[src/include/core_mem_consts.svh]
// Strand count, line geometry, address width, unit and op codes
`ifndef CORE_MEM_CONSTS_SVH
`define CORE_MEM_CONSTS_SVH

// Hardware threads per core
`define STRANDS 4

// Bytes in one cache line
`define LINE_BYTES 16

// Line address, byte offset already stripped
`define LINE_ADDR_BITS 28

// Requester IDs carried in the unit field
`define UNIT_DLOAD 0
`define UNIT_STBUF 1

// L2 request opcodes
`define OP_LOAD 0
`define OP_STORE 1

// Field widths
`define UNIT_BITS 2
`define OP_BITS 2

`endif

[src/hw/core_mem_pkg.sv]
// Vector typedefs and arbiter state enum for the core memory side
`include "core_mem_consts.svh"

package core_mem_pkg;

	// Strand number, 2 bits for 4 strands
	typedef logic [$clog2(`STRANDS)-1:0] strand_idx_t;

	// One bit per strand, used for wakeups
	typedef logic [`STRANDS-1:0] strand_mask_t;

	typedef logic [`LINE_ADDR_BITS-1:0] line_addr_t;	// Line granular address

	// Byte b of a line sits at bits [b*8 +: 8]
	typedef logic [`LINE_BYTES*8-1:0] line_data_t;
	typedef logic [`LINE_BYTES-1:0] byte_mask_t;	// Bit b enables byte b

	typedef logic [`UNIT_BITS-1:0] unit_t;	// Requester ID
	typedef logic [`OP_BITS-1:0] l2_op_t;	// Load or store

	// Arbiter grant FSM
	typedef enum logic
	{
		ARB_IDLE,	// Free to pick a new requester
		ARB_HOLD	// Grant parked until L2 takes it
	} arb_state_t;

endpackage

[src/hw/l2_if.sv]
// L2 request interface and routed L2 response interface, with modports

// One requester's path to the L2 request arbiter
interface l2_req_if;
	logic                      valid;	// Request pending
	logic                      ready;	// Arbiter and L2 take it this cycle
	core_mem_pkg::strand_idx_t strand;
	core_mem_pkg::unit_t       unit;
	core_mem_pkg::l2_op_t      op;
	core_mem_pkg::line_addr_t  addr;
	core_mem_pkg::line_data_t  data;	// Store payload
	core_mem_pkg::byte_mask_t  mask;	// Store byte enables

	// Fields held stable from valid until valid && ready
	modport requester
	(
		output valid,
		output strand,
		output unit,
		output op,
		output addr,
		output data,
		output mask,
		input  ready
	);

	modport arbiter
	(
		input  valid,
		input  strand,
		input  unit,
		input  op,
		input  addr,
		input  data,
		input  mask,
		output ready
	);
endinterface

// Responses already filtered to this core and the store buffer unit
interface l2_rsp_if;
	logic                      valid;
	core_mem_pkg::strand_idx_t strand;	// Strand whose store completed
	core_mem_pkg::line_addr_t  addr;	// Line the store went to

	modport producer(output valid, output strand, output addr);
	modport consumer(input valid, input strand, input addr);
endinterface

[src/hw/core_mem_top.sv]
// Core memory side top level: store buffer, L2 request arbiter and response router
`include "core_mem_consts.svh"

module core_mem_top
	#(parameter logic [3:0] CORE_ID = 4'd0)
	(input                              clk,
	input                               reset,
	input                               store_valid_i,
	input core_mem_pkg::strand_idx_t    store_strand_i,
	input core_mem_pkg::line_addr_t     store_addr_i,
	input core_mem_pkg::line_data_t     store_data_i,
	input core_mem_pkg::byte_mask_t     store_mask_i,
	output logic                        rollback_o,
	input                               load_valid_i,
	input core_mem_pkg::strand_idx_t    load_strand_i,
	input core_mem_pkg::line_addr_t     load_addr_i,
	input core_mem_pkg::line_data_t     cache_line_i,
	output core_mem_pkg::line_data_t    load_data_o,
	input                               dload_req_valid_i,
	input core_mem_pkg::strand_idx_t    dload_req_strand_i,
	input core_mem_pkg::line_addr_t     dload_req_addr_i,
	output logic                        l2req_dload_ready_o,
	output logic                        l2req_valid_o,
	input                               l2req_ready_i,
	output core_mem_pkg::strand_idx_t   l2req_strand_o,
	output core_mem_pkg::unit_t         l2req_unit_o,
	output core_mem_pkg::l2_op_t        l2req_op_o,
	output core_mem_pkg::line_addr_t    l2req_addr_o,
	output core_mem_pkg::line_data_t    l2req_data_o,
	output core_mem_pkg::byte_mask_t    l2req_mask_o,
	input                               l2rsp_valid_i,
	input [3:0]                         l2rsp_core_i,
	input core_mem_pkg::unit_t          l2rsp_unit_i,
	input core_mem_pkg::strand_idx_t    l2rsp_strand_i,
	input core_mem_pkg::line_addr_t     l2rsp_addr_i,
	output core_mem_pkg::strand_mask_t  resume_strands_o);

	l2_req_if dload_req();	// Load misses from outside
	l2_req_if stbuf_req();	// Store buffer issue
	l2_rsp_if stbuf_rsp();	// Store completions

	// Load miss is a line fill, nothing to write
	assign dload_req.valid = dload_req_valid_i;
	assign dload_req.strand = dload_req_strand_i;
	assign dload_req.unit = core_mem_pkg::unit_t'(`UNIT_DLOAD);
	assign dload_req.op = core_mem_pkg::l2_op_t'(`OP_LOAD);
	assign dload_req.addr = dload_req_addr_i;
	assign dload_req.data = '0;
	assign dload_req.mask = '0;
	assign l2req_dload_ready_o = dload_req.ready;

	store_buffer i_store_buffer
	(
		.clk           (clk),
		.reset         (reset),
		.store_valid_i (store_valid_i),
		.store_strand_i(store_strand_i),
		.store_addr_i  (store_addr_i),
		.store_data_i  (store_data_i),
		.store_mask_i  (store_mask_i),
		.rollback_o    (rollback_o),
		.load_valid_i  (load_valid_i),
		.load_strand_i (load_strand_i),
		.load_addr_i   (load_addr_i),
		.cache_line_i  (cache_line_i),
		.load_data_o   (load_data_o),
		.req           (stbuf_req.requester),
		.rsp           (stbuf_rsp.consumer)
	);

	l2_arbiter i_l2_arbiter
	(
		.clk           (clk),
		.reset         (reset),
		.dload         (dload_req.arbiter),
		.stbuf         (stbuf_req.arbiter),
		.l2req_valid_o (l2req_valid_o),
		.l2req_ready_i (l2req_ready_i),
		.l2req_strand_o(l2req_strand_o),
		.l2req_unit_o  (l2req_unit_o),
		.l2req_op_o    (l2req_op_o),
		.l2req_addr_o  (l2req_addr_o),
		.l2req_data_o  (l2req_data_o),
		.l2req_mask_o  (l2req_mask_o)
	);

	l2_response_router #(.CORE_ID(CORE_ID)) i_l2_response_router
	(
		.clk             (clk),
		.reset           (reset),
		.l2rsp_valid_i   (l2rsp_valid_i),
		.l2rsp_core_i    (l2rsp_core_i),
		.l2rsp_unit_i    (l2rsp_unit_i),
		.l2rsp_strand_i  (l2rsp_strand_i),
		.l2rsp_addr_i    (l2rsp_addr_i),
		.rsp             (stbuf_rsp.producer),
		.resume_strands_o(resume_strands_o)
	);

endmodule

[src/hw/l2_arbiter.sv]
// Round-robin L2 request arbiter between load miss and store buffer, grant held until accepted
module l2_arbiter
	(input                            clk,
	input                             reset,
	l2_req_if.arbiter                 dload,
	l2_req_if.arbiter                 stbuf,
	output logic                      l2req_valid_o,
	input                             l2req_ready_i,
	output core_mem_pkg::strand_idx_t l2req_strand_o,
	output core_mem_pkg::unit_t       l2req_unit_o,
	output core_mem_pkg::l2_op_t      l2req_op_o,
	output core_mem_pkg::line_addr_t  l2req_addr_o,
	output core_mem_pkg::line_data_t  l2req_data_o,
	output core_mem_pkg::byte_mask_t  l2req_mask_o);

	core_mem_pkg::arb_state_t state;
	logic last_stbuf;	// Store buffer had the last transfer
	logic held_stbuf;	// Grant parked in ARB_HOLD
	logic sel_stbuf;	// Current grant, 0 means load miss

	always_comb
	begin
		if (state == core_mem_pkg::ARB_HOLD)
			sel_stbuf = held_stbuf;
		else if (dload.valid && stbuf.valid)
			sel_stbuf = !last_stbuf;	// Both want it, other side's turn
		else
			sel_stbuf = stbuf.valid;
	end

	assign l2req_valid_o = sel_stbuf ? stbuf.valid : dload.valid;
	assign l2req_strand_o = sel_stbuf ? stbuf.strand : dload.strand;
	assign l2req_unit_o = sel_stbuf ? stbuf.unit : dload.unit;
	assign l2req_op_o = sel_stbuf ? stbuf.op : dload.op;
	assign l2req_addr_o = sel_stbuf ? stbuf.addr : dload.addr;
	assign l2req_data_o = sel_stbuf ? stbuf.data : dload.data;
	assign l2req_mask_o = sel_stbuf ? stbuf.mask : dload.mask;

	// Ready goes back to the granted side only
	assign dload.ready = l2req_ready_i && !sel_stbuf;
	assign stbuf.ready = l2req_ready_i && sel_stbuf;

	always_ff @(posedge clk, posedge reset)
	begin
		if (reset)
		begin
			state <= core_mem_pkg::ARB_IDLE;
			last_stbuf <= 1'b0;
			held_stbuf <= 1'b0;
		end
		else
		begin
			case (state)
				core_mem_pkg::ARB_IDLE:
				begin
					if (l2req_valid_o && l2req_ready_i)
						last_stbuf <= sel_stbuf;	// Taken at once, no hold
					else if (l2req_valid_o)
					begin
						state <= core_mem_pkg::ARB_HOLD;
						held_stbuf <= sel_stbuf;
					end
				end

				core_mem_pkg::ARB_HOLD:
				begin
					if (l2req_ready_i)
					begin
						state <= core_mem_pkg::ARB_IDLE;
						last_stbuf <= held_stbuf;	// Flip priority
					end
				end
			endcase
		end
	end

endmodule

[src/hw/l2_response_router.sv]
// L2 response filter by core and unit, registered strand wakeup, store completion path
`include "core_mem_consts.svh"

module l2_response_router
	#(parameter logic [3:0] CORE_ID = 4'd0)
	(input                             clk,
	input                              reset,
	input                              l2rsp_valid_i,
	input [3:0]                        l2rsp_core_i,
	input core_mem_pkg::unit_t         l2rsp_unit_i,
	input core_mem_pkg::strand_idx_t   l2rsp_strand_i,
	input core_mem_pkg::line_addr_t    l2rsp_addr_i,
	l2_rsp_if.producer                 rsp,
	output core_mem_pkg::strand_mask_t resume_strands_o);

	logic for_me;	// Response addressed to this core
	logic is_dload;
	logic is_stbuf;

	assign for_me = l2rsp_valid_i && l2rsp_core_i == CORE_ID;
	assign is_dload = l2rsp_unit_i == core_mem_pkg::unit_t'(`UNIT_DLOAD);
	assign is_stbuf = l2rsp_unit_i == core_mem_pkg::unit_t'(`UNIT_STBUF);

	// Unregistered, so the entry frees on the same edge as the wakeup
	assign rsp.valid = for_me && is_stbuf;
	assign rsp.strand = l2rsp_strand_i;
	assign rsp.addr = l2rsp_addr_i;

	always_ff @(posedge clk, posedge reset)
	begin
		if (reset)
			resume_strands_o <= '0;
		else if (for_me && (is_dload || is_stbuf))
			resume_strands_o <= core_mem_pkg::strand_mask_t'(1) << l2rsp_strand_i;	// One-hot
		else
			resume_strands_o <= '0;	// Pulse lasts one cycle
	end

endmodule

[src/hw/store_buffer.sv]
// Per-strand store entries, rollback, load forwarding merge and L2 store issue
`include "core_mem_consts.svh"

module store_buffer
	(input                            clk,
	input                             reset,
	input                             store_valid_i,
	input core_mem_pkg::strand_idx_t  store_strand_i,
	input core_mem_pkg::line_addr_t   store_addr_i,
	input core_mem_pkg::line_data_t   store_data_i,
	input core_mem_pkg::byte_mask_t   store_mask_i,
	output logic                      rollback_o,
	input                             load_valid_i,
	input core_mem_pkg::strand_idx_t  load_strand_i,
	input core_mem_pkg::line_addr_t   load_addr_i,
	input core_mem_pkg::line_data_t   cache_line_i,
	output core_mem_pkg::line_data_t  load_data_o,
	l2_req_if.requester               req,
	l2_rsp_if.consumer                rsp);

	core_mem_pkg::strand_mask_t entry_valid;	// Store held for strand
	core_mem_pkg::strand_mask_t entry_issued;	// Already taken by L2
	core_mem_pkg::line_addr_t   entry_addr[`STRANDS];
	core_mem_pkg::line_data_t   entry_data[`STRANDS];
	core_mem_pkg::byte_mask_t   entry_mask[`STRANDS];

	core_mem_pkg::strand_mask_t pending;	// Waiting to go out to L2
	core_mem_pkg::strand_idx_t  pick_strand;	// Lowest pending strand
	logic                       req_locked;	// Request seen but not yet taken
	core_mem_pkg::strand_idx_t  locked_strand;
	core_mem_pkg::strand_idx_t  issue_strand;
	logic                       store_accept;
	logic                       rsp_clear;
	logic                       load_hit;
	core_mem_pkg::line_data_t   merged;

	assign pending = entry_valid & ~entry_issued;

	always_comb
	begin
		pick_strand = '0;
		for (int i = `STRANDS - 1; i >= 0; i--)	// Downward so lowest wins
		begin
			if (pending[i])
				pick_strand = core_mem_pkg::strand_idx_t'(i);
		end
	end

	// A lower strand arriving later must not swap out a request already on the bus
	assign issue_strand = req_locked ? locked_strand : pick_strand;

	assign req.valid = |pending;	// Locked strand stays pending until taken
	assign req.strand = issue_strand;
	assign req.unit = core_mem_pkg::unit_t'(`UNIT_STBUF);
	assign req.op = core_mem_pkg::l2_op_t'(`OP_STORE);
	assign req.addr = entry_addr[issue_strand];
	assign req.data = entry_data[issue_strand];
	assign req.mask = entry_mask[issue_strand];

	always_ff @(posedge clk, posedge reset)
	begin
		if (reset)
		begin
			req_locked <= 1'b0;
			locked_strand <= '0;
		end
		else if (req.valid && req.ready)
			req_locked <= 1'b0;	// Transfer done
		else if (req.valid && !req_locked)
		begin
			req_locked <= 1'b1;	// Stalled, freeze the choice
			locked_strand <= pick_strand;
		end
	end

	assign store_accept = store_valid_i && !entry_valid[store_strand_i];

	// Completion must name the line that was sent
	assign rsp_clear = rsp.valid && entry_valid[rsp.strand] && entry_issued[rsp.strand]
		&& entry_addr[rsp.strand] == rsp.addr;

	always_ff @(posedge clk, posedge reset)
	begin
		if (reset)
		begin
			entry_valid <= '0;
			entry_issued <= '0;
			rollback_o <= 1'b0;
		end
		else
		begin
			rollback_o <= store_valid_i && !store_accept;	// Entry busy, strand retries
			if (req.valid && req.ready)
				entry_issued[issue_strand] <= 1'b1;
			if (rsp_clear)
				entry_valid[rsp.strand] <= 1'b0;	// Slot free from next cycle
			if (store_accept)
			begin
				entry_valid[store_strand_i] <= 1'b1;
				entry_issued[store_strand_i] <= 1'b0;
			end
		end
	end

	always_ff @(posedge clk)
	begin
		if (store_accept)
		begin
			entry_addr[store_strand_i] <= store_addr_i;
			entry_data[store_strand_i] <= store_data_i;
			entry_mask[store_strand_i] <= store_mask_i;
		end
	end

	// Only the loading strand's own store is visible to it
	assign load_hit = entry_valid[load_strand_i] && entry_addr[load_strand_i] == load_addr_i;

	always_comb
	begin
		merged = cache_line_i;
		for (int b = 0; b < `LINE_BYTES; b++)
		begin
			if (load_hit && entry_mask[load_strand_i][b])
				merged[b*8 +: 8] = entry_data[load_strand_i][b*8 +: 8];	// Pending byte wins
		end
	end

	always_ff @(posedge clk)
	begin
		if (load_valid_i)
			load_data_o <= merged;
	end

endmodule

[config.mk]
export PLATFORM = sky130hd
export DESIGN_NAME = core_mem_top
export DESIGN_NICKNAME = d
export VERILOG_FILES = /design/src/hw/core_mem_pkg.sv /design/src/hw/l2_if.sv /design/src/hw/core_mem_top.sv /design/src/hw/l2_arbiter.sv /design/src/hw/l2_response_router.sv /design/src/hw/store_buffer.sv
export VERILOG_INCLUDE_DIRS = /design/src /design/src/include
export SDC_FILE = /design/constraint.sdc
export NUM_CORES = 1
export LEC_CHECK = 0
export BUFFER_PORTS_ARGS = -buffer_cell sky130_fd_sc_hd__buf_2
export CAP_MARGIN = 5
export CELL_PAD_IN_SITES_DETAIL_PLACEMENT = 1
export CELL_PAD_IN_SITES_GLOBAL_PLACEMENT = 2
export CORE_ASPECT_RATIO = 0.6
export CORE_MARGIN = 8
export CORE_UTILIZATION = 38
export DETAILED_ROUTE_END_ITERATION = 16
export GPL_ROUTABILITY_DRIVEN = 1
export PLACE_DENSITY_LB_ADDON = 0.2
export SETUP_SLACK_MARGIN = 0.4
export SLEW_MARGIN = 5
export SYNTH_ARGS = -nofsm -noshare
export SYNTH_HDL_FRONTEND = slang
export SYNTH_SLANG_ARGS = --single-unit
export TNS_END_PERCENT = 50
[constraint.sdc]
create_clock -name clk -period 18.35 [get_ports clk]
set_input_delay 0.9175 -clock clk [delete_from_list [all_inputs] [get_ports clk]]
set_output_delay 0.9175 -clock clk [all_outputs]
set_load 0.1 [all_outputs]
# Word-level counts from Yosys, hierarchy flattened
# Memories as Yosys holds them, arrays and structs flattened.
# Cells that the tools add are included.
totals:
  reg_bits: 147
  ram_bits: 688
  memories: 3
mem_list:
  columns: ["name", "words", "width", "read_ports", "rd_clocked_by_memory_dff", "write_ports", "line_no", "source"]
  rows:
  - ["i_store_buffer.entry_data", 4, 128, 2, 0, 1, "store_buffer.sv:24", "core_mem_pkg::line_data_t entry_data[`STRANDS];"]
  - ["i_store_buffer.entry_addr", 4, 28, 3, 0, 1, "store_buffer.sv:23", "core_mem_pkg::line_addr_t entry_addr[`STRANDS];"]
  - ["i_store_buffer.entry_mask", 4, 16, 2, 0, 1, "store_buffer.sv:25", "core_mem_pkg::byte_mask_t entry_mask[`STRANDS];"]
op_classes:
  magnitude_cmp: 7
  n_eq_ne: 5
  n_shift: 1
  mux: 59
  n_bitwise: 11
  reduce_logical: 47
ops:
  columns: ["operator", "n"]
  rows:
  - ["$mux 128", 1]
  - ["$mux 8", 16]
  - ["$eq 28x28->1", 2]
  - ["$logic_and 1x1->1", 34]
  - ["$mux 28", 1]
  - ["$mux 1", 20]
  - ["$mux 4", 5]
  - ["$mux 16", 1]
  - ["$and 4x4->4", 3]
  - ["$lt 2x3->1 const B", 4]
  - ["$mux 2", 6]
  - ["$not 4->4", 3]
  - ["$bmux 1 s2", 4]
  - ["$or 4x4->4", 2]
  - ["$demux 1 s2", 3]
  - ["$ge 2x1->1 const B", 3]
  - ["$logic_not 1->1", 5]
  - ["$logic_not 4->1", 1]
  - ["$pmux 1 s2", 2]
  - ["$reduce_and 2->1", 2]
  - ["$reduce_or 4->1", 1]
  - ["$shl 1x2->4 const A", 1]
  - ["$not 1->1", 3]
  - ["$reduce_and 3->1", 1]
  - ["6 further kinds", 6]

# Longest topological paths before layout
# Gate-level depths: netlist (run 1).
depth:
  ltp_word: 15
  depth_mapped: 10

# Modules after synthesis
# A second synthesis (run 1) with hierarchy kept.
hier_totals:
  hier_cells: 2807
  hier_area_um2: 40571.4
by_module_without_submodules:
  columns: ["module", "instances", "cells_each", "area_each_um2", "seq_area_each_um2"]
  rows:
  - ["store_buffer", 1, 2540, 37447.2, 24803.8]
  - ["l2_arbiter", 1, 221, 2722.6, 75.1]
  - ["l2_response_router", 1, 45, 397.9, 100.1]
  - ["core_mem_top", 1, 1, 3.8, 0.0]

# Worst setup path after synthesis (run 1)
# Ideal clock, no wire load.
synth_timing:
  path_type: "input to register"
  from: "in store_strand_i[1]"
  to: "reg i_store_buffer.entry_valid[0]"
  setup_ps: 151
  t_arrival_ps: 20084
  t_required_ps: 18199
  slack_ps: -1886
  stages: 3
  path_cell_list: "nor4b_1 or3_1 o22a_1"
synth_via:
  elab_chain_len: 6
  word_cells_on_any_way: 11
synth_lines:
  columns: ["item", "line_no", "source"]
  rows:
  - ["from (decl)", "core_mem_top.sv:9", "input core_mem_pkg::strand_idx_t store_strand_i,"]
  - ["$lt 2x3->1 (implied by the code) / $ge 2x1->1 (equally long branches)", "store_buffer.sv:99", "entry_valid[store_strand_i] <= 1'b1;"]
  - ["$logic_and 1x1->1 (implied by the code)", "store_buffer.sv:99", null]
  - ["$mux 1 (implied by the code)", "store_buffer.sv:99", null]
  - ["$demux 1 s2", null, null]
  - ["$or 4x4->4 (no source line)", null, null]
  - ["$mux 4 *", "store_buffer.sv:97", "if (store_accept)"]
  - ["to (signal assigned)", "store_buffer.sv:86", "entry_valid <= '0;"]
  - ["to (signal, indexed assignment)", "store_buffer.sv:96", "entry_valid[rsp.strand] <= 1'b0;"]
  - ["to (signal, indexed assignment)", "store_buffer.sv:99", null]
  - ["to (decl)", "store_buffer.sv:21", "core_mem_pkg::strand_mask_t entry_valid;"]
# Every way passes the cells marked *; elsewhere a longest branch is shown, timed or not. The select of a mux whose other input is x is not followed.
# A chain may end at the register's enable or synchronous reset.

# Final worst setup path (run 1)
layout_timing:
  from: "reg i_store_buffer.entry_valid[2]"
  to: "out l2req_data_o[66]"
layout_via:
  elab_chain_len: 7
  word_cells_on_any_way: 11
layout_lines:
  columns: ["item", "line_no", "source"]
  rows:
  - ["$and 4x4->4 *", "store_buffer.sv:37", "assign pending = entry_valid & ~entry_issued;"]
  - ["$mux 2 (3 in series)", "store_buffer.sv:44", "if (pending[i])"]
  - ["$mux 2", "store_buffer.sv:50", "assign issue_strand = req_locked ? locked_strand : pick_strand;"]
  - ["$mem_v2 4x128", null, null]
  - ["$mux 128 *", "l2_arbiter.sv:36", "assign l2req_data_o = sel_stbuf ? stbuf.data : dload.data;"]
  - ["to (decl)", "core_mem_top.sv:29", "output core_mem_pkg::line_data_t l2req_data_o,"]
# Every way passes the cells marked *; elsewhere a longest branch is shown, timed or not.

==> key figures, run 1 <==
Synthesis
  – Top FF cell, synth: edfxtp_1
  – Most instantiated cells after synthesis: edfxtp_1, mux4_2, and2_1
  – Syn_area_per_cell: 20.0 sq um
  – Post-synth cell types: 65
  – Top cell type's share of synthesized area: 63.9%
  – Synth Register Bits: 835
  – Mapped Area: 38400 sq um
  – Syn. warnings: 0
  – Synth Instances: 1916
  – Async SR Flop Fraction: 2.28%
  – Area contributors post-synth: edfxtp_1, mux4_2, mux2_2, and2_1, dfrtp_1
  – EDFF count, synth: 816
  – Yosys top cell by area: edfxtp_1
  – Sequential share of the synthesized area: 65.1%
  – Top-count cell post-synth: edfxtp_1

Critical path
  – Critical Path RT: 17.43 ns
  – Top delay family on crit path: buffers and inverters
  – Setup CP Type: flip-flop to output port
  – Crit start category: flip-flop
  – Critical-path cell list: nor2b_1 > nand2b_1 > a21oi_1 > mux2_8 > buf_4 > buf_4 > mux4_2 > and2_1 > buf_2
  – Crit-path slowest cell: buf_4
  – CP endpoint kind: output port
  – Crit path largest cell delay: 0.89 ns
  – WP buf/inv: 3
  – Crit-path max FO: 62
  – Critical path arrival: 5.43 ns
  – Most frequent CP cell: buf_4

Cells and area
  – Synthesis-to-finish area growth: 20.1%
  – Storage cell area: 25000 sq um
  – Fraction of layout cells with a size suffix above 1: 50.7%
  – Layout Nets: 3042
  – Multi-input gate area: 12900 sq um
  – Fin util: 46.0%
  – Non-filler instance count after layout: 4042
  – # fillers: 9604
  – Post-layout instance area: 46100 sq um

Power
  – Internal power: 4.06 mW
  – Sw frac: 48.3%
  – Net Switching: 3.80 mW
  – Sequential share of power: 28.2%
  – Logic pwr share: 50.5%
  – Clock share of power: 21.3%
  – P_leak: 16.5 nW
  – PD cells: 171 nW/um^2
  – VDD IR max: 0.000172 V
  – Total power: 7.87 mW

Placement
  – Place WS: 12.39 ns
  – Cell Count Post-Placement: 3885
  – Final Wtd Congestion: 0.783
  – Placed wire-length estimate: 85.3 mm
  – PortBufs: 715
  – Placed cell area: 43400 sq um

Min path
  – Min-delay worst type: input port to asynchronous set/reset pin

Clock network
  – CTS sink count: 835
  – TritonCTS clock tree: done
  – Hold Buf Count CTS: 0
  – H-tree levels: 3
  – Post-CTS resize count: 0
  – Worst-path clk slew: 0.07 ns
  – Clk root buf: clkbuf_16
  – Clk_lat worst skew: 0.66 ns
  – Post-CTS Setup Bufs: 0
  – Buffer depth of the longest clock path: 3
  – Num CTS Buffers: 84

STA
  – Setup Skew: 0.0488 ns
  – Setup violations, final: 0
  – Slew HR: 21.1%
  – Final Hold Viols: 0
  – Worst slack on hold paths: 0.437 ns
  – Max Slew Vio Count: 0
  – RSZ-0062 raised after global routing: false
  – Setup WS post-layout: 12.00 ns
  – Tightest Pin Transition: 1.18 ns
  – Tmin final: 6.35 ns
  – Fmax: 158 MHz
  – Fin crit share: 34.6%
  – Setup TNS: 0 ns

Drt
  – Initial DRC count: 1611
  – Vias: 22300
  – Detail Route Antenna Nets: 0
  – Via density per instance: 5.51
  – Final WL: 123 mm
  – Wire per inst: 30.5 um
  – Drc violations: 0
  – Drt first pass iters: 6

Floorplan
  – # IOs: 718
  – Site Rows: 90
  – DIE WIDTH: 426 um
  – Core region area: 100000 sq um
  – Initial core utilization: 38.3%
  – Die H: 262 um
  – Die area: 112000 sq um

Global route
  – Largest net degree at the start of global routing: 123
  – Vias in the first global route: 24300
  – First-pass GRT wire length: 176 mm
  – Initial antenna violation count: 38
  – Gr ovfl total: 0
  – Total GRT Usage: 21.6%

Run
  – Max Cap Violations: 0

Outcome
  – Status: finished, final reports clean
[worst paths after layout]
check / start / endpoint / slack (ns) / cells past startpoint
setup / recovery: i_store_buffer.entry_valid[2]$_DFF_PP0_ / l2req_data_o[66] / 12.00 / 9
hold / removal: reset / i_l2_response_router.resume_strands_o[3]$_DFF_PP0_ / 0.44 / 2
hold reg to reg: i_l2_arbiter.last_stbuf$_DFFE_PP0P_ / i_l2_arbiter.last_stbuf$_DFFE_PP0P_ / 0.51 / 1
min in group clk: store_data_i[40] / i_store_buffer.entry_data[3][40]$_DFFE_PP_ / 0.47 / 1
setup reg to reg: i_store_buffer.entry_addr[1][2]$_DFFE_PP_ / i_store_buffer.load_data_o[38]$_DFFE_PP_ / 14.39 / 8
max in group asynchronous: reset / i_l2_response_router.resume_strands_o[1]$_DFF_PP0_ / 17.37 / 2
[cells by family after synthesis]
logic type | synth area share [%]
xor+xnor | 1.12
compound gates | 1.13
flops | 65.1
other cells | 0.00978
buf+inv | 1.51
simple gates | 5.10
mux | 26.0
[power groups by stage]
stage | clock network, mW | registers (mW) | logic, mW
floorplan | 0 | 2.43 | 3.04
CTS | 1.72 | 2.22 | 4.04
global route | 1.79 | 2.22 | 4.13
finish | 1.68 | 2.22 | 3.98
detailed placement | 0 | 2.26 | 4.03
global placement | 0 | 2.25 | 4.01
[flip-flops by register name, summed over array words and instances, names as in the netlist]
| signal | count |
|---|---|
| i_store_buffer.entry_addr | 112 |
| i_l2_arbiter.state | 1 |
| i_store_buffer.rollback_o | 1 |
| i_store_buffer.locked_strand | 2 |
| i_l2_arbiter.held_stbuf | 1 |
| i_store_buffer.entry_data | 512 |
| i_l2_response_router.resume_strands_o | 4 |
| i_store_buffer.req_locked | 1 |
| i_l2_arbiter.last_stbuf | 1 |
| i_store_buffer.entry_valid | 4 |
| i_store_buffer.entry_issued | 4 |
| i_store_buffer.entry_mask | 64 |
| i_store_buffer.load_data_o | 128 |
[cell usage in the layout (no fill, tap or decap), types with 3 or more instances in the layout]
master	Yosys	routed
nand4_1	7	7
nor2_8	10	10
mux2_1	5	5
xor2_1	18	18
nor2_2	5	5
mux2_2	110	109
diode_2	0	13
and2_1	147	147
nor2_1	16	16
clkbuf_1	61	13
mux2i_1	28	28
o22a_1	4	4
o221ai_1	4	4
buf_2	24	712
clkinv_1	0	20
mux2_4	16	16
xnor2_1	31	31
nor4_1	3	3
nand2_1	97	97
nor2b_1	5	5
a31oi_1	3	3
clkinv_2	0	13
nor3_1	5	4
dfrtp_1	19	19
clkbuf_16	0	86
inv_1	8	8
or3_1	3	3
o21ai_0	4	4
nor3b_1	4	3
inv_6	0	3
mux4_1	13	13
buf_4	9	33
edfxtp_1	816	816
mux4_2	347	347
nand3_1	21	21
a21oi_1	12	12
bufinv_16	0	6
[cell type report]
| type | count | share of cell area, % |
|---|---|---|
| diodes | 13 | 0.0706 |
| clock buffers | 99 | 4.78 |
| clock inverters | 45 | 0.869 |
| inverters | 9 | 0.0788 |
| multi-input cells | 958 | 27.9 |
| flip-flops and latches | 835 | 54.2 |
| well taps | 1334 | 3.62 |
| repair buffers | 749 | 8.41 |
[per-layer routing]
metal	routed length [um]	part of all wire, %	up-vias	GRT usage, %
li1	-	-	9441	-
met1	51000	41	11900	28.2
met2	61800	50	690	36.9
met3	7530	6.1	182	4.82
met4	2690	2.2	18	5.03
met5	112	0.091	-	0
No activity file was read; power rests on OpenSTA's default activity.
==> inputs of run 2 (changes only) <==
CORE_UTILIZATION = 42   (was 38)
clock period = 6.1 ns   (was 18.35 ns; I/O delays follow)
==> key figures, run 2 (synthesis results as in run 1) <==
Clock network
  – Buffer depth of the longest clock path: 3
  – Post-CTS resize count: 0
  – Clk root buf: clkbuf_16
  – Clk_lat worst skew: 0.66 ns
  – Post-CTS Setup Bufs: 0
  – TritonCTS clock tree: done
  – Worst-path clk slew: 0.06 ns
  – CTS sink count: 835
  – Num CTS Buffers: 83
  – H-tree levels: 3
  – Hold Buf Count CTS: 307

Cells and area
  – Storage cell area: 25000 sq um
  – Layout Nets: 3344
  – Multi-input gate area: 12900 sq um
  – Top flop regs: i_store_buffer.entry_data (512), i_store_buffer.load_data_o (128), i_store_buffer.entry_addr (112)
  – # fillers: 8312
  – Synthesis-to-finish area growth: 27.9%
  – Flip-flop count of the largest register after layout: 512
  – Commonest non-fill, non-tap cell in the layout: edfxtp_1
  – Most frequent cells in the layout: edfxtp_1, buf_2, mux4_2, dlygate4sd3_1, and2_1
  – Post-layout instance area: 49100 sq um
  – Reg with most FFs: i_store_buffer.entry_data
  – Fraction of layout cells with a size suffix above 1: 45.5%

Critical path
  – Critical path arrival: 4.40 ns
  – Crit-path max FO: 53
  – Setup CP Type: flip-flop to output port
  – CP endpoint kind: output port
  – Critical Path RT: 5.79 ns
  – Crit start category: flip-flop
  – R2R Setup Slk: 2.32 ns

Floorplan
  – # IOs: 718
  – Site Rows: 85
  – Die H: 250 um
  – Core region area: 90100 sq um
  – DIE WIDTH: 406 um
  – Initial core utilization: 42.6%
  – Die area: 102000 sq um

Drt
  – Wire per inst: 29.2 um
  – Initial DRC count: 1621
  – Drc violations: 0
  – Final WL: 124 mm
  – Vias: 23500
  – Via density per instance: 5.56
  – Drt first pass iters: 7
  – Detail Route Antenna Nets: 0

STA
  – Tightest Pin Transition: 1.18 ns
  – Setup violations, final: 0
  – Setup WS post-layout: 1.40 ns
  – Fmax: 213 MHz
  – RSZ-0062 raised after global routing: false
  – Final Hold Viols: 0
  – Slew HR: 21.5%
  – Max Slew Vio Count: 0
  – Fin crit share: 77.1%
  – Setup Skew: 0.0225 ns
  – Tmin final: 4.70 ns

Global route
  – Largest net degree at the start of global routing: 147
  – Initial antenna violation count: 16
  – Gr ovfl total: 0
  – Total GRT Usage: 23.9%
  – Vias in the first global route: 26100
  – First-pass GRT wire length: 180 mm

Placement
  – PortBufs: 715
  – Place WS: 1.48 ns
  – Placed cell area: 43400 sq um
  – Placed wire-length estimate: 81.3 mm
  – Final Wtd Congestion: 0.847

Outcome
  – Status: finished, final reports clean

Power
  – VDD IR max: 0.000756 V
  – PD cells: 486 nW/um^2
  – P_leak: 17.8 nW

Run
  – Max Cap Violations: 0

Min path
  – Min-delay worst type: input port to flip-flop
run 2: worst paths after layout:
check,start,to,cells after the start
setup / recovery,i_store_buffer.entry_valid[3]$_DFF_PP0_,l2req_data_o[105],8
hold / removal,l2rsp_strand_i[0],i_l2_response_router.resume_strands_o[3]$_DFF_PP0_,3
setup reg to reg,i_store_buffer.entry_addr[2][26]$_DFFE_PP_,i_store_buffer.load_data_o[31]$_DFFE_PP_,7
hold reg to reg,i_l2_arbiter.held_stbuf$_DFFE_PP0P_,i_l2_arbiter.held_stbuf$_DFFE_PP0P_,2
max in group asynchronous,reset,i_l2_response_router.resume_strands_o[1]$_DFF_PP0_,3
min in group asynchronous,reset,i_store_buffer.rollback_o$_DFF_PP0_,3
run 2: power breakdown:
part	internal [mW]	switching, mW
sequential	6.55	0.122
combinational	3.02	9.16
clock	2.75	2.22
run 2: area by class of cell:
class | count | share of cell area [%]
multi-input cells | 958 | 26.3
flip-flops and latches | 835 | 50.9
well taps | 1218 | 3.11
clock inverters | 43 | 0.658
diodes | 14 | 0.0714
repair buffers | 1052 | 14.3
clock buffers | 105 | 4.60
inverters | 9 | 0.0791
run 2: per-layer routing:
| layer | vias up | GRT usage (%) | part of all wire [%] |
|---|---|---|---|
| met5 | - | 0 | 0.019 |
| met4 | 4 | 6.70 | 2.8 |
| met3 | 166 | 5.12 | 6.0 |
| met2 | 774 | 40.6 | 51 |
| met1 | 12500 | 31.1 | 40 |
| li1 | 10100 | - | - |
run 2: critical path, cell delays in order, from the launching register on:
cell      delay, ns
dfrtp_1        0.60
nor2b_1        0.34
nand2b_1       0.10
a21oi_1        0.29
mux2_8         0.66
buf_12         0.44
mux4_2         0.58
and2_1         0.22
buf_2          0.31
run 2: through the flow:
step	power [mW]	hold slack [ns]	std cells	setup TNS, ns	util [%]
floorplan	16.4	0.256	1917	-699.67	-
global placement	18.8	0.463	3765	0	48.1
detailed placement	18.9	0.479	3765	0	48.1
CTS	24.1	0.00183	4220	0	54.4
global route	24.6	0.0457	4230	0	54.4
finish	23.8	0.0547	4234	0	54.5
==> inputs of run 3 (changes only) <==
CORE_UTILIZATION = 38   (was 42)
clock period = 3.9 ns   (was 6.1 ns; I/O delays follow)
==> key figures, run 3 (synthesis results as in run 1) <==
Outcome
  – Status: finished, final reports clean

Cells and area
  – Layout Nets: 3432
  – Top flop regs: i_store_buffer.entry_data (512), i_store_buffer.load_data_o (128), i_store_buffer.entry_addr (112)
  – Commonest non-fill, non-tap cell in the layout: edfxtp_1
  – Synthesis-to-finish area growth: 36.1%
  – Fraction of layout cells with a size suffix above 1: 48.7%
  – Reg with most FFs: i_store_buffer.entry_data
  – Flip-flop count of the largest register after layout: 512
  – Fin util: 52.1%
  – # fillers: 9371
  – Post-layout instance area: 52200 sq um
  – Non-filler instance count after layout: 4452
  – Most frequent cells in the layout: edfxtp_1, buf_2, mux4_2, dlygate4sd3_1, and2_1

Floorplan
  – Die area: 112000 sq um
  – Initial core utilization: 38.3%
  – # IOs: 718
  – Core region area: 100000 sq um
  – Die H: 262 um
  – DIE WIDTH: 426 um
  – Site Rows: 90

Critical path
  – Reg2Reg Capture Point: i_store_buffer.load_data_o[104]$_DFFE_PP_
  – Critical path arrival: 3.30 ns
  – WP buf/inv: 4
  – Crit-path max FO: 36
  – Critical Path RT: 3.70 ns
  – Reg2Reg Depth: 8
  – Crit start category: flip-flop
  – Setup CP Type: flip-flop to output port
  – CP startpoint: i_store_buffer.entry_valid[0]$_DFF_PP0_
  – End of the critical path: l2req_data_o[6]
  – CP endpoint kind: output port
  – Levels on crit path: 8
  – Critical-path cell list: nor2b_2 > a2111oi_2 > buf_4 > o31a_4 > bufinv_16 > buf_16 > and2_1 > buf_6
  – Worst R2R Start: i_store_buffer.entry_addr[1][26]$_DFFE_PP_
  – Crit-path slowest cell: dfrtp_2
  – Top delay family on crit path: buffers and inverters
  – Crit path largest cell delay: 0.45 ns
  – R2R Setup Slk: 0.57 ns

Drt
  – Initial DRC count: 1793
  – Drc violations: 0
  – Via density per instance: 5.43
  – Drt first pass iters: 5
  – Vias: 24200
  – Final WL: 135 mm
  – Wire per inst: 30.3 um
  – Detail Route Antenna Nets: 0

Global route
  – Total GRT Usage: 23.1%
  – Initial antenna violation count: 19
  – First-pass GRT wire length: 189 mm
  – Vias in the first global route: 26600
  – Largest net degree at the start of global routing: 89
  – Gr ovfl total: 0

Placement
  – PortBufs: 715
  – Final Wtd Congestion: 0.829
  – Placed cell area: 44000 sq um
  – Cell Count Post-Placement: 3921
  – Placed wire-length estimate: 88.1 mm

Power
  – VDD IR max: 0.000583 V
  – P_leak: 19.0 nW
  – PD cells: 813 nW/um^2

STA
  – Slew HR: 27.8%
  – Max Slew Vio Count: 0
  – Final Hold Viols: 0
  – Tightest Pin Transition: 1.08 ns
  – Fin crit share: 89.6%
  – Setup Skew: 0.0425 ns
  – Tmin final: 3.49 ns
  – RSZ-0062 raised after global routing: true
  – Setup violations, final: 0
  – Fmax: 286 MHz
  – Setup TNS: 0 ns

Clock network
  – CTS sink count: 835
  – Worst-path clk slew: 0.06 ns
  – Buffer depth of the longest clock path: 3
  – TritonCTS clock tree: done
  – Clk_lat worst skew: 0.68 ns
  – H-tree levels: 3
  – Clk root buf: clkbuf_16
  – Num CTS Buffers: 83

Min path
  – Min-delay worst type: input port to flip-flop

Run
  – Max Cap Violations: 0
## run 3: cell types whose count changed in the layout (fill, tap and decap cells not counted), sizes merged
| cell | before | now |
|---|---|---|
| buf | 745 | 812 |
| bufbuf | 0 | 1 |
| bufinv | 3 | 8 |
| clkbuf | 105 | 114 |
| clkinv | 34 | 38 |
| clkinvlp | 3 | 6 |
| diode | 14 | 20 |
| dlygate4sd3 | 307 | 310 |
| inv | 12 | 14 |
| mux2 | 131 | 133 |
## run 3: routing by layer
| metal | up-vias | track usage [%] | share of wire, % | wire, um |
|---|---|---|---|---|
| li1 | 10300 | - | - | - |
| met1 | 12800 | 30.5 | 41 | 55200 |
| met2 | 897 | 38.9 | 50 | 67200 |
| met3 | 169 | 5.49 | 6.9 | 9250 |
| met4 | 4 | 5.85 | 2.2 | 3010 |
| met5 | - | 0 | 0.020 | 27 |
## run 3: worst min-delay path by stage
stage | startpoint | to | slack (ns) | cells after the start
after floorplan | reset | i_l2_arbiter.held_stbuf$_DFFE_PP0P_ | 0.15 | 1
after global placement | reset | i_store_buffer.rollback_o$_DFF_PP0_ | 0.37 | 2
after detailed placement | reset | i_store_buffer.rollback_o$_DFF_PP0_ | 0.39 | 2
after CTS | store_strand_i[1] | i_store_buffer.entry_addr[1][5]$_DFFE_PP_ | 0.01 | 2
after global routing | store_strand_i[1] | i_store_buffer.entry_addr[1][5]$_DFFE_PP_ | 0.04 | 2
final | store_strand_i[1] | i_store_buffer.entry_addr[1][5]$_DFFE_PP_ | 0.06 | 2
## run 3: final cells by class
type	instances	area, sq um	area share, %
Tap cell	1334	1670	3.20
Clock buffer	100	2210	4.24
Clock inverter	56	569	1.09
Inverter	9	63.8	0.122
Antenna cell	20	50.0	0.0959
Timing Repair Buffer	1137	9570	18.3
Timing Repair inverter	1	8.76	0.0168
Multi-Input combinational cell	960	13100	25.0
Sequential cell	835	25000	47.9
## run 3: what timing repair did
action	in CTS	in global routing
pin swaps	2	3
resized for setup	334	121
gates cloned	12	7
endpoints found under the hold margin	879	0
endpoints found under the setup margin	192	190
hold buffers	310	0
setup buffers	20	6
## run 3: through the flow
step                      setup slack [ns]  hold slack, ns  power (mW)
after CTS                            0.349          0.0131        41.6
after global routing                 0.321          0.0446        43.7
after floorplan                      -2.83           0.146        25.7
after detailed placement             0.363           0.388        30.0
final                                0.406          0.0640        42.5
after global placement               0.374           0.367        29.9
## run 3: report_power, final
part,switching [mW],internal (mW),total (mW)
registers,0.220,10.2,10.5
logic,15.7,8.02,23.7
clock network,3.70,4.58,8.28
